===== src/design/streamer_pkg.sv =====
/*
 * Shared definitions of the streamer: word, address and length widths,
 * load FIFO sizing, TCDM request and response structs, channel job and
 * status structs, and the channel state enum
 */

`default_nettype none

package streamer_pkg;

  localparam int unsigned DATA_W          = 32;
  localparam int unsigned ADDR_W          = 16;
  localparam int unsigned LEN_W           = 12;
  localparam int unsigned BE_W            = DATA_W / 8;
  localparam int unsigned LOAD_FIFO_DEPTH = 4;
  localparam int unsigned FIFO_PTR_W      = $clog2(LOAD_FIFO_DEPTH);
  localparam int unsigned FIFO_CNT_W      = FIFO_PTR_W + 1;

  typedef logic [DATA_W-1:0]     data_t;
  typedef logic [ADDR_W-1:0]     addr_t;
  typedef logic [LEN_W-1:0]      len_t;
  typedef logic [FIFO_PTR_W-1:0] fifo_ptr_t;
  typedef logic [FIFO_CNT_W-1:0] fifo_cnt_t;

  // Memory port, request side (wen high means read)
  typedef struct packed {
    logic              req;
    logic              wen;
    addr_t             add;
    data_t             data;
    logic [BE_W-1:0]   be;
  } tcdm_req_t;

  // Memory port, response side
  typedef struct packed {
    logic  gnt;
    logic  r_valid;
    data_t r_data;
  } tcdm_rsp_t;

  // Job of one channel, start is a single-cycle pulse
  typedef struct packed {
    logic  start;
    addr_t base_addr;
    len_t  stride;
    len_t  length;
  } stream_ctrl_t;

  typedef struct packed {
    stream_ctrl_t load;
    stream_ctrl_t store;
  } streamer_ctrl_t;

  typedef struct packed {
    logic load_done;
    logic store_done;
  } streamer_flags_t;

  typedef enum logic [1:0] {
    CHAN_IDLE,
    CHAN_BUSY,
    CHAN_DONE
  } chan_state_e;

endpackage

`default_nettype wire


===== src/design/load_channel.sv =====
/*
 * Load channel: strided reads from TCDM, responses buffered
 * and delivered in order on the X stream
 */

`default_nettype none

module load_channel (
  input  wire logic                         clk_i,
  input  wire logic                         rst_n_i,
  input  wire logic                         clear_i,
  input  wire streamer_pkg::stream_ctrl_t   ctrl_i,
  output streamer_pkg::tcdm_req_t           req_o,
  input  wire streamer_pkg::tcdm_rsp_t      rsp_i,
  output logic                              x_valid_o,
  output logic [streamer_pkg::DATA_W-1:0]   x_data_o,
  input  wire logic                         x_ready_i,
  output logic                              done_o
);

  streamer_pkg::chan_state_e state_q, state_d;
  streamer_pkg::len_t        x_left_q;
  streamer_pkg::addr_t       rd_addr;
  logic gen_busy, fifo_space, fifo_empty;
  logic rd_req, rd_gnt, push, pop;

  stride_addr_gen i_addr_gen (
    .clk_i   ( clk_i    ),
    .rst_n_i ( rst_n_i  ),
    .clear_i ( clear_i  ),
    .ctrl_i  ( ctrl_i   ),
    .step_i  ( rd_gnt   ),
    .addr_o  ( rd_addr  ),
    .busy_o  ( gen_busy ),
    .last_o  (          )
  );

  // Issue a read only if its response will find a free slot
  assign rd_req = gen_busy & fifo_space;
  assign rd_gnt = rd_req & rsp_i.gnt;

  assign req_o.req  = rd_req;
  assign req_o.wen  = 1'b1;
  assign req_o.add  = rd_addr;
  assign req_o.data = '0;
  assign req_o.be   = '1;

  // Responses of a job aborted by clear are dropped
  assign push = rsp_i.r_valid & (state_q == streamer_pkg::CHAN_BUSY);
  assign pop  = x_valid_o & x_ready_i;

  load_resp_fifo i_resp_fifo (
    .clk_i       ( clk_i        ),
    .rst_n_i     ( rst_n_i      ),
    .clear_i     ( clear_i      ),
    .reserve_i   ( rd_gnt       ),
    .push_i      ( push         ),
    .pop_i       ( pop          ),
    .push_data_i ( rsp_i.r_data ),
    .space_o     ( fifo_space   ),
    .empty_o     ( fifo_empty   ),
    .pop_data_o  ( x_data_o     )
  );

  assign x_valid_o = !fifo_empty;

  always_comb begin
    state_d = state_q;
    if (ctrl_i.start) begin
      state_d = (ctrl_i.length == '0) ? streamer_pkg::CHAN_DONE : streamer_pkg::CHAN_BUSY;
    end else if (state_q == streamer_pkg::CHAN_BUSY && pop &&
                 x_left_q == streamer_pkg::len_t'(1)) begin
      state_d = streamer_pkg::CHAN_DONE;
    end
  end

  always_ff @(posedge clk_i or negedge rst_n_i) begin
    if (!rst_n_i) begin
      state_q  <= streamer_pkg::CHAN_IDLE;
      x_left_q <= '0;
    end else if (clear_i) begin
      state_q  <= streamer_pkg::CHAN_IDLE;
      x_left_q <= '0;
    end else begin
      state_q <= state_d;
      if (ctrl_i.start) begin
        x_left_q <= ctrl_i.length;
      end else if (pop) begin
        x_left_q <= x_left_q - streamer_pkg::len_t'(1);
      end
    end
  end

  assign done_o = (state_q == streamer_pkg::CHAN_DONE);

endmodule

`default_nettype wire


===== src/design/load_resp_fifo.sv =====
/*
 * Load response FIFO with slot reservation for reads in flight
 */

`default_nettype none

module load_resp_fifo (
  input  wire logic                         clk_i,
  input  wire logic                         rst_n_i,
  input  wire logic                         clear_i,
  input  wire logic                         reserve_i,
  input  wire logic                         push_i,
  input  wire logic                         pop_i,
  input  wire logic [streamer_pkg::DATA_W-1:0] push_data_i,
  output logic                              space_o,
  output logic                              empty_o,
  output logic [streamer_pkg::DATA_W-1:0]   pop_data_o
);

  streamer_pkg::data_t     mem_q [streamer_pkg::LOAD_FIFO_DEPTH];
  streamer_pkg::fifo_ptr_t wr_ptr_q, rd_ptr_q;
  streamer_pkg::fifo_cnt_t data_cnt_q, resv_cnt_q;
  streamer_pkg::fifo_cnt_t used_cnt;

  // Slots taken by stored words plus reads still on their way back
  assign used_cnt = data_cnt_q + resv_cnt_q;
  assign space_o  = used_cnt < streamer_pkg::fifo_cnt_t'(streamer_pkg::LOAD_FIFO_DEPTH);
  assign empty_o  = (data_cnt_q == '0);

  assign pop_data_o = mem_q[rd_ptr_q];

  // Pointers wrap naturally, depth is a power of two
  always_ff @(posedge clk_i or negedge rst_n_i) begin
    if (!rst_n_i) begin
      wr_ptr_q   <= '0;
      rd_ptr_q   <= '0;
      data_cnt_q <= '0;
      resv_cnt_q <= '0;
    end else if (clear_i) begin
      wr_ptr_q   <= '0;
      rd_ptr_q   <= '0;
      data_cnt_q <= '0;
      resv_cnt_q <= '0;
    end else begin
      if (push_i) begin
        wr_ptr_q <= wr_ptr_q + streamer_pkg::fifo_ptr_t'(1);
      end
      if (pop_i) begin
        rd_ptr_q <= rd_ptr_q + streamer_pkg::fifo_ptr_t'(1);
      end
      resv_cnt_q <= resv_cnt_q + streamer_pkg::fifo_cnt_t'(reserve_i)
                    - streamer_pkg::fifo_cnt_t'(push_i);
      data_cnt_q <= data_cnt_q + streamer_pkg::fifo_cnt_t'(push_i)
                    - streamer_pkg::fifo_cnt_t'(pop_i);
    end
  end

  always_ff @(posedge clk_i) begin
    if (push_i) begin
      mem_q[wr_ptr_q] <= push_data_i;
    end
  end

  // Every returning word was granted a slot earlier
  a_push_reserved : assert property (
    @(posedge clk_i) disable iff (!rst_n_i) push_i |-> (resv_cnt_q != '0)
  );

  a_pop_not_empty : assert property (
    @(posedge clk_i) disable iff (!rst_n_i) pop_i |-> !empty_o
  );

endmodule

`default_nettype wire


===== src/design/redmule_streamer_lite.sv =====
/*
 * Streamer top level: load channel, store channel and
 * the arbiter onto the single TCDM port
 */

`default_nettype none

module redmule_streamer_lite (
  input  wire logic                            clk_i,
  input  wire logic                            rst_n_i,
  input  wire logic                            clear_i,
  input  wire streamer_pkg::streamer_ctrl_t    ctrl_i,
  output streamer_pkg::streamer_flags_t        flags_o,
  output streamer_pkg::tcdm_req_t              tcdm_req_o,
  input  wire streamer_pkg::tcdm_rsp_t         tcdm_rsp_i,
  output logic                                 x_valid_o,
  output logic [streamer_pkg::DATA_W-1:0]      x_data_o,
  input  wire logic                            x_ready_i,
  input  wire logic                            z_valid_i,
  input  wire logic [streamer_pkg::DATA_W-1:0] z_data_i,
  output logic                                 z_ready_o
);

  streamer_pkg::tcdm_req_t load_req, store_req;
  streamer_pkg::tcdm_rsp_t load_rsp, store_rsp;

  load_channel i_load_channel (
    .clk_i     ( clk_i             ),
    .rst_n_i   ( rst_n_i           ),
    .clear_i   ( clear_i           ),
    .ctrl_i    ( ctrl_i.load       ),
    .req_o     ( load_req          ),
    .rsp_i     ( load_rsp          ),
    .x_valid_o ( x_valid_o         ),
    .x_data_o  ( x_data_o          ),
    .x_ready_i ( x_ready_i         ),
    .done_o    ( flags_o.load_done )
  );

  store_channel i_store_channel (
    .clk_i     ( clk_i              ),
    .rst_n_i   ( rst_n_i            ),
    .clear_i   ( clear_i            ),
    .ctrl_i    ( ctrl_i.store       ),
    .req_o     ( store_req          ),
    .rsp_i     ( store_rsp          ),
    .z_valid_i ( z_valid_i          ),
    .z_data_i  ( z_data_i           ),
    .z_ready_o ( z_ready_o          ),
    .done_o    ( flags_o.store_done )
  );

  tcdm_port_arbiter i_port_arbiter (
    .clk_i       ( clk_i      ),
    .rst_n_i     ( rst_n_i    ),
    .load_req_i  ( load_req   ),
    .store_req_i ( store_req  ),
    .load_rsp_o  ( load_rsp   ),
    .store_rsp_o ( store_rsp  ),
    .mem_req_o   ( tcdm_req_o ),
    .mem_rsp_i   ( tcdm_rsp_i )
  );

endmodule

`default_nettype wire


===== src/design/store_channel.sv =====
/*
 * Store channel: one Z word held at a time and written
 * to the next strided TCDM address
 */

`default_nettype none

module store_channel (
  input  wire logic                            clk_i,
  input  wire logic                            rst_n_i,
  input  wire logic                            clear_i,
  input  wire streamer_pkg::stream_ctrl_t      ctrl_i,
  output streamer_pkg::tcdm_req_t              req_o,
  input  wire streamer_pkg::tcdm_rsp_t         rsp_i,
  input  wire logic                            z_valid_i,
  input  wire logic [streamer_pkg::DATA_W-1:0] z_data_i,
  output logic                                 z_ready_o,
  output logic                                 done_o
);

  streamer_pkg::chan_state_e state_q, state_d;
  streamer_pkg::data_t       z_data_q;
  streamer_pkg::addr_t       wr_addr;
  logic full_q;
  logic gen_busy, gen_last;
  logic z_take, wr_gnt;

  stride_addr_gen i_addr_gen (
    .clk_i   ( clk_i    ),
    .rst_n_i ( rst_n_i  ),
    .clear_i ( clear_i  ),
    .ctrl_i  ( ctrl_i   ),
    .step_i  ( wr_gnt   ),
    .addr_o  ( wr_addr  ),
    .busy_o  ( gen_busy ),
    .last_o  ( gen_last )
  );

  // A new word only once the previous write has gone out
  assign z_ready_o = gen_busy & !full_q;
  assign z_take    = z_valid_i & z_ready_o;
  assign wr_gnt    = full_q & rsp_i.gnt;

  assign req_o.req  = full_q;
  assign req_o.wen  = 1'b0;
  assign req_o.add  = wr_addr;
  assign req_o.data = z_data_q;
  assign req_o.be   = '1;

  always_ff @(posedge clk_i) begin
    if (z_take) begin
      z_data_q <= z_data_i;
    end
  end

  always_comb begin
    state_d = state_q;
    if (ctrl_i.start) begin
      state_d = (ctrl_i.length == '0) ? streamer_pkg::CHAN_DONE : streamer_pkg::CHAN_BUSY;
    end else if (wr_gnt && gen_last) begin
      state_d = streamer_pkg::CHAN_DONE;
    end
  end

  always_ff @(posedge clk_i or negedge rst_n_i) begin
    if (!rst_n_i) begin
      state_q <= streamer_pkg::CHAN_IDLE;
      full_q  <= 1'b0;
    end else if (clear_i) begin
      state_q <= streamer_pkg::CHAN_IDLE;
      full_q  <= 1'b0;
    end else begin
      state_q <= state_d;
      if (z_take) begin
        full_q <= 1'b1;
      end else if (wr_gnt) begin
        full_q <= 1'b0;
      end
    end
  end

  assign done_o = (state_q == streamer_pkg::CHAN_DONE);

endmodule

`default_nettype wire


===== src/design/stride_addr_gen.sv =====
/*
 * Strided word address generator with remaining beat count
 */

`default_nettype none

module stride_addr_gen (
  input  wire logic                         clk_i,
  input  wire logic                         rst_n_i,
  input  wire logic                         clear_i,
  input  wire streamer_pkg::stream_ctrl_t   ctrl_i,
  input  wire logic                         step_i,
  output logic [streamer_pkg::ADDR_W-1:0]   addr_o,
  output logic                              busy_o,
  output logic                              last_o
);

  streamer_pkg::addr_t addr_q;
  streamer_pkg::addr_t stride_q;
  streamer_pkg::len_t  left_q;

  always_ff @(posedge clk_i or negedge rst_n_i) begin
    if (!rst_n_i) begin
      addr_q <= '0;
      left_q <= '0;
    end else if (clear_i) begin
      left_q <= '0;
    end else if (ctrl_i.start) begin
      addr_q <= ctrl_i.base_addr;
      left_q <= ctrl_i.length;
    end else if (step_i) begin
      addr_q <= addr_q + stride_q;
      left_q <= left_q - streamer_pkg::len_t'(1);
    end
  end

  // Stride is captured with the job
  always_ff @(posedge clk_i) begin
    if (ctrl_i.start) begin
      stride_q <= streamer_pkg::addr_t'(ctrl_i.stride);
    end
  end

  assign addr_o = addr_q;
  assign busy_o = (left_q != '0);
  assign last_o = (left_q == streamer_pkg::len_t'(1));

  // The owning channel only steps on a granted transfer of a live job
  a_step_when_busy : assert property (
    @(posedge clk_i) disable iff (!rst_n_i) step_i |-> busy_o
  );

endmodule

`default_nettype wire


===== src/design/tcdm_port_arbiter.sv =====
/*
 * Fixed-priority TCDM port arbiter, store over load,
 * with read responses returned to the load side
 */

`default_nettype none

module tcdm_port_arbiter (
  input  wire logic                     clk_i,
  input  wire logic                     rst_n_i,
  input  wire streamer_pkg::tcdm_req_t  load_req_i,
  input  wire streamer_pkg::tcdm_req_t  store_req_i,
  output streamer_pkg::tcdm_rsp_t       load_rsp_o,
  output streamer_pkg::tcdm_rsp_t       store_rsp_o,
  output streamer_pkg::tcdm_req_t       mem_req_o,
  input  wire streamer_pkg::tcdm_rsp_t  mem_rsp_i
);

  logic sel_store;
  logic rd_gnt;

  // Store side always wins the port
  assign sel_store = store_req_i.req;
  assign mem_req_o = sel_store ? store_req_i : load_req_i;

  assign store_rsp_o.gnt     = sel_store & mem_rsp_i.gnt;
  assign store_rsp_o.r_valid = 1'b0;
  assign store_rsp_o.r_data  = '0;

  assign load_rsp_o.gnt     = !sel_store & mem_rsp_i.gnt;
  assign load_rsp_o.r_valid = mem_rsp_i.r_valid;
  assign load_rsp_o.r_data  = mem_rsp_i.r_data;

  // Read transfer on the memory side
  assign rd_gnt = mem_req_o.req & mem_req_o.wen & mem_rsp_i.gnt;

  // Read data follows a granted read by one cycle and writes give no response
  a_rvalid_after_read : assert property (
    @(posedge clk_i) disable iff (!rst_n_i) mem_rsp_i.r_valid == $past(rd_gnt)
  );

endmodule

`default_nettype wire


===== config.mk =====
export PLATFORM = sky130hd
export DESIGN_NAME = redmule_streamer_lite
export DESIGN_NICKNAME = d
export VERILOG_FILES = /design/src/design/streamer_pkg.sv /design/src/design/load_channel.sv /design/src/design/load_resp_fifo.sv /design/src/design/redmule_streamer_lite.sv /design/src/design/store_channel.sv /design/src/design/stride_addr_gen.sv /design/src/design/tcdm_port_arbiter.sv
export SDC_FILE = /design/constraint.sdc
export NUM_CORES = 1
export LEC_CHECK = 0
export BUFFER_PORTS_ARGS = -buffer_cell sky130_fd_sc_hd__buf_2
export CAP_MARGIN = 20
export CORE_MARGIN = 2
export CORE_UTILIZATION = 58
export CTS_BUF_LIST = sky130_fd_sc_hd__clkbuf_4 sky130_fd_sc_hd__clkbuf_8
export CTS_CLUSTER_DIAMETER = 200
export DETAILED_ROUTE_END_ITERATION = 8
export PLACE_DENSITY = 0.88
export SLEW_MARGIN = 10
export SYNTH_ARGS = -nofsm -noshare
export SYNTH_HDL_FRONTEND = slang
export SYNTH_SLANG_ARGS = --single-unit

===== constraint.sdc =====
create_clock -name clk_i -period 3.6 [get_ports clk_i]
set_input_delay 0.54 -clock clk_i [delete_from_list [all_inputs] [get_ports clk_i]]
set_output_delay 0.54 -clock clk_i [all_outputs]
set_load 0.1 [all_outputs]

Word-level counts from Yosys, hierarchy flattened
Memory sizes are Yosys's and may differ from the RTL's.
Index checks and enable logic that the tools add are counted.

word-level totals
  flip-flop bits (word level) = 139
  RAM bits = 128
  input bits = 153
  word-level logic and storage cells = 99
  memories kept = 1

memory list
  memory                            depth  width  read ports  clocked after memory_dff  wr ports  line                  RTL
  i_load_channel.i_resp_fifo.mem_q  4      32     1           0                         1         load_resp_fifo.sv:20  streamer_pkg::data_t mem_q [streamer_pkg::LOAD_FIFO_DEPTH];

cells by class
  $add $sub $neg = 12
  order comparisons = 1
  equality and inequality tests = 5
  muxes and demuxes = 33
  bitwise gates (word level) = 10
  reduce and logical (&&, ||, !) cells = 22

operators with widths
  cell                                                                    count
  12-bit two-way mux                                                      9
  16-bit two-way mux                                                      4
  54-bit two-way mux                                                      1
  12-bit by 1-bit subtractor with 12-bit output, second input constant    3
  16-bit by 12-bit adder with 16-bit output                               2
  12-bit by 1-bit equality test with 1-bit output, second input constant  2
  12-bit zero test                                                        2
  2-bit two-way mux                                                       12
  12-bit nonzero test                                                     2
  3-bit nonzero test                                                      6
  1-bit bitwise AND                                                       9
  2-bit nonzero test                                                      4
  3-bit by 1-bit adder with 3-bit output                                  2
  3-bit two-way mux                                                       2
  3-bit by 1-bit subtractor with 3-bit output                             2
  1-bit two-way mux                                                       5
  2-bit by 1-bit adder with 2-bit output, second input constant           2
  2-bit equality test, second input constant                              2
  2-bit AND reduction                                                     2
  3-bit adder                                                             1
  1-bit logical AND                                                       3
  3-bit zero test                                                         1
  3-bit < comparator, second input constant                               1
  2-bit by 1-bit equality test with 1-bit output, second input constant   1
  other kinds (2)                                                         3

Longest topological paths before layout
  depth in word-level cells = 8
  gate-level depth with buffers = 14
  mapped depth without buffers = 13

Modules after synthesis
Synthesis repeated with hierarchy kept, for this count alone.

unflattened totals
  cell total of the unflattened synthesis = 1059
  area, all modules = 13893.3 µm²

modules (own cells, without submodules)
  module                                        times used  cells each  area an instance (µm²)  seq. area each (µm²)
  load_resp_fifo                                1           223         5298.8                  4093.9
  stride_addr_gen (i_load_channel.i_addr_gen)   1           260         2449.8                  1061.0
  stride_addr_gen (i_store_channel.i_addr_gen)  1           246         2403.6                  1061.0
  tcdm_port_arbiter                             1           129         1315.0                  0.0
  store_channel                                 1           62          1222.4                  1036.0
  load_channel                                  1           139         1203.7                  350.3

Worst setup path after synthesis
No wires, ideal clock.

  path kind = register -> register
  start point = register i_store_channel.i_addr_gen.left_q[4]
  end point = register i_store_channel.z_data_q[0], enable pin
  setup time = 0.393 ns
  arrival time = 3.149 ns
  data required time = 3.207 ns
  slack = 0.058 ns
  cell stages (with the launch flop) = 6
  period minus slack after synthesis = 3.542 ns
  cells stage by stage = dfrtp_1 nor4_1 nand4bb_1 nor2_1 a21oi_1 and2_1

on the way
  word-level cells in the longest chain between the ends = 3

ends and longest elaborated chain
  item                              line                         RTL
  from (decl)                       stride_addr_gen.sv:20        streamer_pkg::len_t left_q;
  from (signal assigned)            stride_addr_gen.sv:30        left_q <= ctrl_i.length;
  from (signal assigned)            stride_addr_gen.sv:33        left_q <= left_q - streamer_pkg::len_t'(1);
  12-bit nonzero test               stride_addr_gen.sv:45        assign busy_o = (left_q != '0);
  1-bit bitwise AND                 store_channel.sv:40          assign z_ready_o = gen_busy & !full_q;
  named net z_ready_o               redmule_streamer_lite.sv:21  output logic z_ready_o
  1-bit bitwise AND                 store_channel.sv:41          assign z_take = z_valid_i & z_ready_o;
  named net i_store_channel.z_take  store_channel.sv:26          logic z_take, wr_gnt;
  to (signal assigned)              store_channel.sv:52          z_data_q <= z_data_i;
  to (decl)                         store_channel.sv:22          streamer_pkg::data_t z_data_q;

The timed path passes the listed nets, and every way through them passes these cells.
A chain may end at the register's enable or synchronous reset.

Final worst setup path
  start point = register i_load_channel.i_resp_fifo.rd_ptr_q[0]
  end point = output x_data_o[8] (netlist bit)

on the way
  word-level cells in the longest chain between the ends = 1

ends and longest elaborated chain
  item                    line                         RTL
  from (decl)             load_resp_fifo.sv:21         streamer_pkg::fifo_ptr_t wr_ptr_q, rd_ptr_q;
  from (signal assigned)  load_resp_fifo.sv:49         rd_ptr_q <= rd_ptr_q + streamer_pkg::fifo_ptr_t'(1);
  memory 4 x 32 bit       -
  to (decl)               redmule_streamer_lite.sv:17  output logic [streamer_pkg::DATA_W-1:0] x_data_o,

Every way passes these cells.

==> impl_metrics.py <==
metrics = {
    "setup_path": {
        "path_buf_inv": 2,
        "ff2ff_path_depth": 12,
        "crit_chain": "buf_12, mux4_2, buf_2",
        "critPathLaunchType": "register",
        "rrSetupSlack_ns": 1.00,
        "required_ns": 3.06,
        "r2r_start": "i_load_channel.i_resp_fifo.data_cnt_q[1]$_DFF_PN0_",
        "crit_type": "register to primary output",
        "crit_start": "i_load_channel.i_resp_fifo.rd_ptr_q[0]$_DFFE_PN0P_",
        "crit_fanout": 18,
        "endpoint_kind": "primary output",
        "crit_slowest_cell": "dfrtp_2",
        "critPathMaxStageDelay_ns": 0.78,
        "crit_family": "flip-flops",
        "r2r_end": "i_load_channel.i_resp_fifo.resv_cnt_q[2]$_DFF_PN0_",
        "crit_end": "x_data_o[8]",
        "cp_num_cells": 3,
        "crit_arrival_ns": 2.43,
    },
    "finish": {
        "layout_commonest_cell": "buf_2",
        "fillCellCount": 1492,
        "utilization_pct": 71.0,
        "drive_above_1_share_pct": 32.4,
        "nNetsFinal": 1389,
        "final_cell_mix": "237 x buf_2, 184 x edfxtp_1, 82 x dfrtp_1",
        "final_area_um2": 15000,
        "area_delta_synth_final_pct": 19.4,
        "stdcell_count": 1505,
    },
    "timing": {
        "max_clock_freq_ghz": 0.337,
        "setup_tns_ns": 0,
        "post-route-period-util_pct": 82.4,
        "fin_skew_ns": 0.0199,
        "period_needed_ns": 2.97,
        "rsz0062_at_grt": "no",
        "hold_viol": 0,
        "finalSetupViolCount": 0,
        "tightest_slew_ns": 0.959,
        "slew_viol_final": 0,
        "relSlewSlack_pct": 36.1,
    },
    "detailed_routing": {
        "drt-pass1-iter-count": 5,
        "dr_total_vias": 8754,
        "drt-vias-per-instance": 5.82,
        "drt-total-wl_um": 29200,
        "drt_iter0_markers": 648,
        "ant_nets": 0,
        "wire_per_inst_um": 19.4,
        "drc": 0,
    },
    "clock_tree": {
        "post_cts_resize_count": 0,
        "cts_root_buffer": "clkbuf_8",
        "clockBufferDepth": 3,
        "path_clk_slew_ns": 0.06,
        "cts_buffers": 42,
        "cts_sinks": 267,
        "htreeDepth": 2,
        "hold_buffers": 0,
        "clock_latency_ns": 0.55,
        "cts_tree": "done",
        "cts_setup_buffers": 0,
    },
    "pwr": {
        "leakagePower_nw": 6.11,
        "p_per_area_nw_per_um2": 714,
        "peakVddDrop_mv": 0.786,
        "power_w": 0.0107,
    },
    "grt": {
        "grt_busiest_layer": "met2",
        "antenna_found_initial": 6,
        "grt_pass1_wl_um": 45700,
        "overflow": 0,
        "grt_max_degree": 71,
        "grt_util_all_layers_pct": 26.0,
        "met3_usage_pct": 6.72,
        "grt_pass1_vias": 8818,
        "use_met1_pct": 32.3,
        "met2_usage_pct": 45.1,
    },
    "placement": {
        "hpwl_um": 20700,
        "dp.cells": 1423,
        "portBuffers": 238,
        "place_area_um2": 14000,
        "gp_routability_congestion": 0.898,
    },
    "synth": {
        "synth_area_um2": 12500,
        "ys.flop_type": "edfxtp_1",
        "yosys_warnings": 0,
        "yosysUniqueCellTypes": 79,
        "ys_seq_area_share_pct": 60.6,
        "async_flop_share_pct": 31.1,
        "synth.ff_latch_count": 267,
        "avgSynthCellArea_um2": 13.4,
        "synth-edff-count": 184,
        "synthCells": 935,
    },
    "hold_path": {
        "hold_path_class": "input pin to async pin",
    },
    "floorplanning": {
        "ios": 243,
        "core.rowCount": 53,
        "die_w_um": 151,
        "dieHeight_um": 151,
        "core_area_um2": 21100,
        "die_area_um2": 22800,
        "initial_core_util_pct": 59.4,
    },
    "run_status": {
        "status": "complete, no violations",
    },
    "flow_run": {
        "timing.max_cap.violations": 0,
    },
}
-- kinds of logic (layout without fill, tap and decap cells) --
group,count (synthesis),in the layout,share of synthesized area [%]
flip-flops,267,267,60.6
AND/OR/NAND/NOR,267,267,11.4
AO/OA/AOI/OAI,171,171,8.95
buffers and inverters,75,363,2.67
multiplexers,60,60,8.12
XOR/XNOR,50,50,3.49
adder cells (fa/ha/maj),44,44,4.63
other,1,8,0.0299
-- state kept, by name, indices dropped and copies added (netlist names), 16 cells and up --
| register | count |
|---|---|
| i_store_channel.i_addr_gen.addr_o | 16 |
| i_load_channel.i_resp_fifo.mem_q | 128 |
| i_load_channel.i_addr_gen.addr_o | 16 |
| i_store_channel.z_data_q | 32 |
-- cell type report --
| class | count | area, um^2 | share of cell area (%) |
|---|---|---|---|
| Timing Repair Buffer | 256 | 1350 | 9.04 |
| Inverter | 29 | 109 | 0.727 |
| Clock inverter | 17 | 196 | 1.31 |
| Sequential cell | 267 | 7600 | 50.8 |
| Tap cell | 275 | 344 | 2.30 |
| Multi-Input combinational cell | 596 | 4610 | 30.8 |
| Clock buffer | 61 | 746 | 4.98 |
| Antenna cell | 4 | 10.0 | 0.0669 |
-- metrics by stage --
step	setup WS, ns	hold slack, ns
after global routing	0.482	0.137
after detailed placement	1.02	0.501
final	0.632	0.107
after floorplan	0.0582	0.244
after global placement	1.05	0.494
after CTS	0.548	0.126
-- worst min-delay path by stage --
stage,from,endpoint,slack [ns],cells past startpoint
after floorplan,rst_n_i,i_load_channel.i_addr_gen.addr_o[0]$_DFFE_PN0P_,0.24,0
after CTS,z_data_i[15],i_store_channel.z_data_q[15]$_DFFE_PP_,0.13,1
after detailed placement,i_load_channel.i_addr_gen.addr_o[11]$_DFFE_PN0P_,i_load_channel.i_addr_gen.addr_o[11]$_DFFE_PN0P_,0.50,2
after global placement,i_load_channel.i_addr_gen.addr_o[2]$_DFFE_PN0P_,i_load_channel.i_addr_gen.addr_o[2]$_DFFE_PN0P_,0.49,2
after global routing,z_data_i[15],i_store_channel.z_data_q[15]$_DFFE_PP_,0.14,1
final,rst_n_i,i_load_channel.i_addr_gen.addr_o[5]$_DFFE_PN0P_,0.11,1
-- power breakdown --
| part | switching [W] | internal [W] |
|---|---|---|
| logic | 0.00290 | 0.00113 |
| registers | 0.000269 | 0.00356 |
| clock network | 0.00119 | 0.00164 |
| total | 0.00436 | 0.00633 |
-- synth_stat cells (17+ instances only) --
library cell	instances	share of area (%)
edfxtp_1	184	44
dfrtp_1	83	17
nor2_1	56	1.7
nand2_1	50	1.5
a21oi_1	42	1.7
and2_1	40	2.0
ha_1	40	4.0
o21ai_0	39	1.6
mux4_2	32	5.7
clkbuf_1	26	0.78
inv_1	25	0.75
nand3_1	25	1.0
xnor2_1	25	1.7
xor2_1	25	1.7
nor3_1	18	0.72
nor4_1	17	0.85
-- layer usage --
layer	wire length [um]	part of all wire, %
met4	699	2.4
met2	14700	51
met3	2460	8.4
met5	41	0.14
met1	11200	38
No activity file was read; power rests on OpenSTA's default activity.
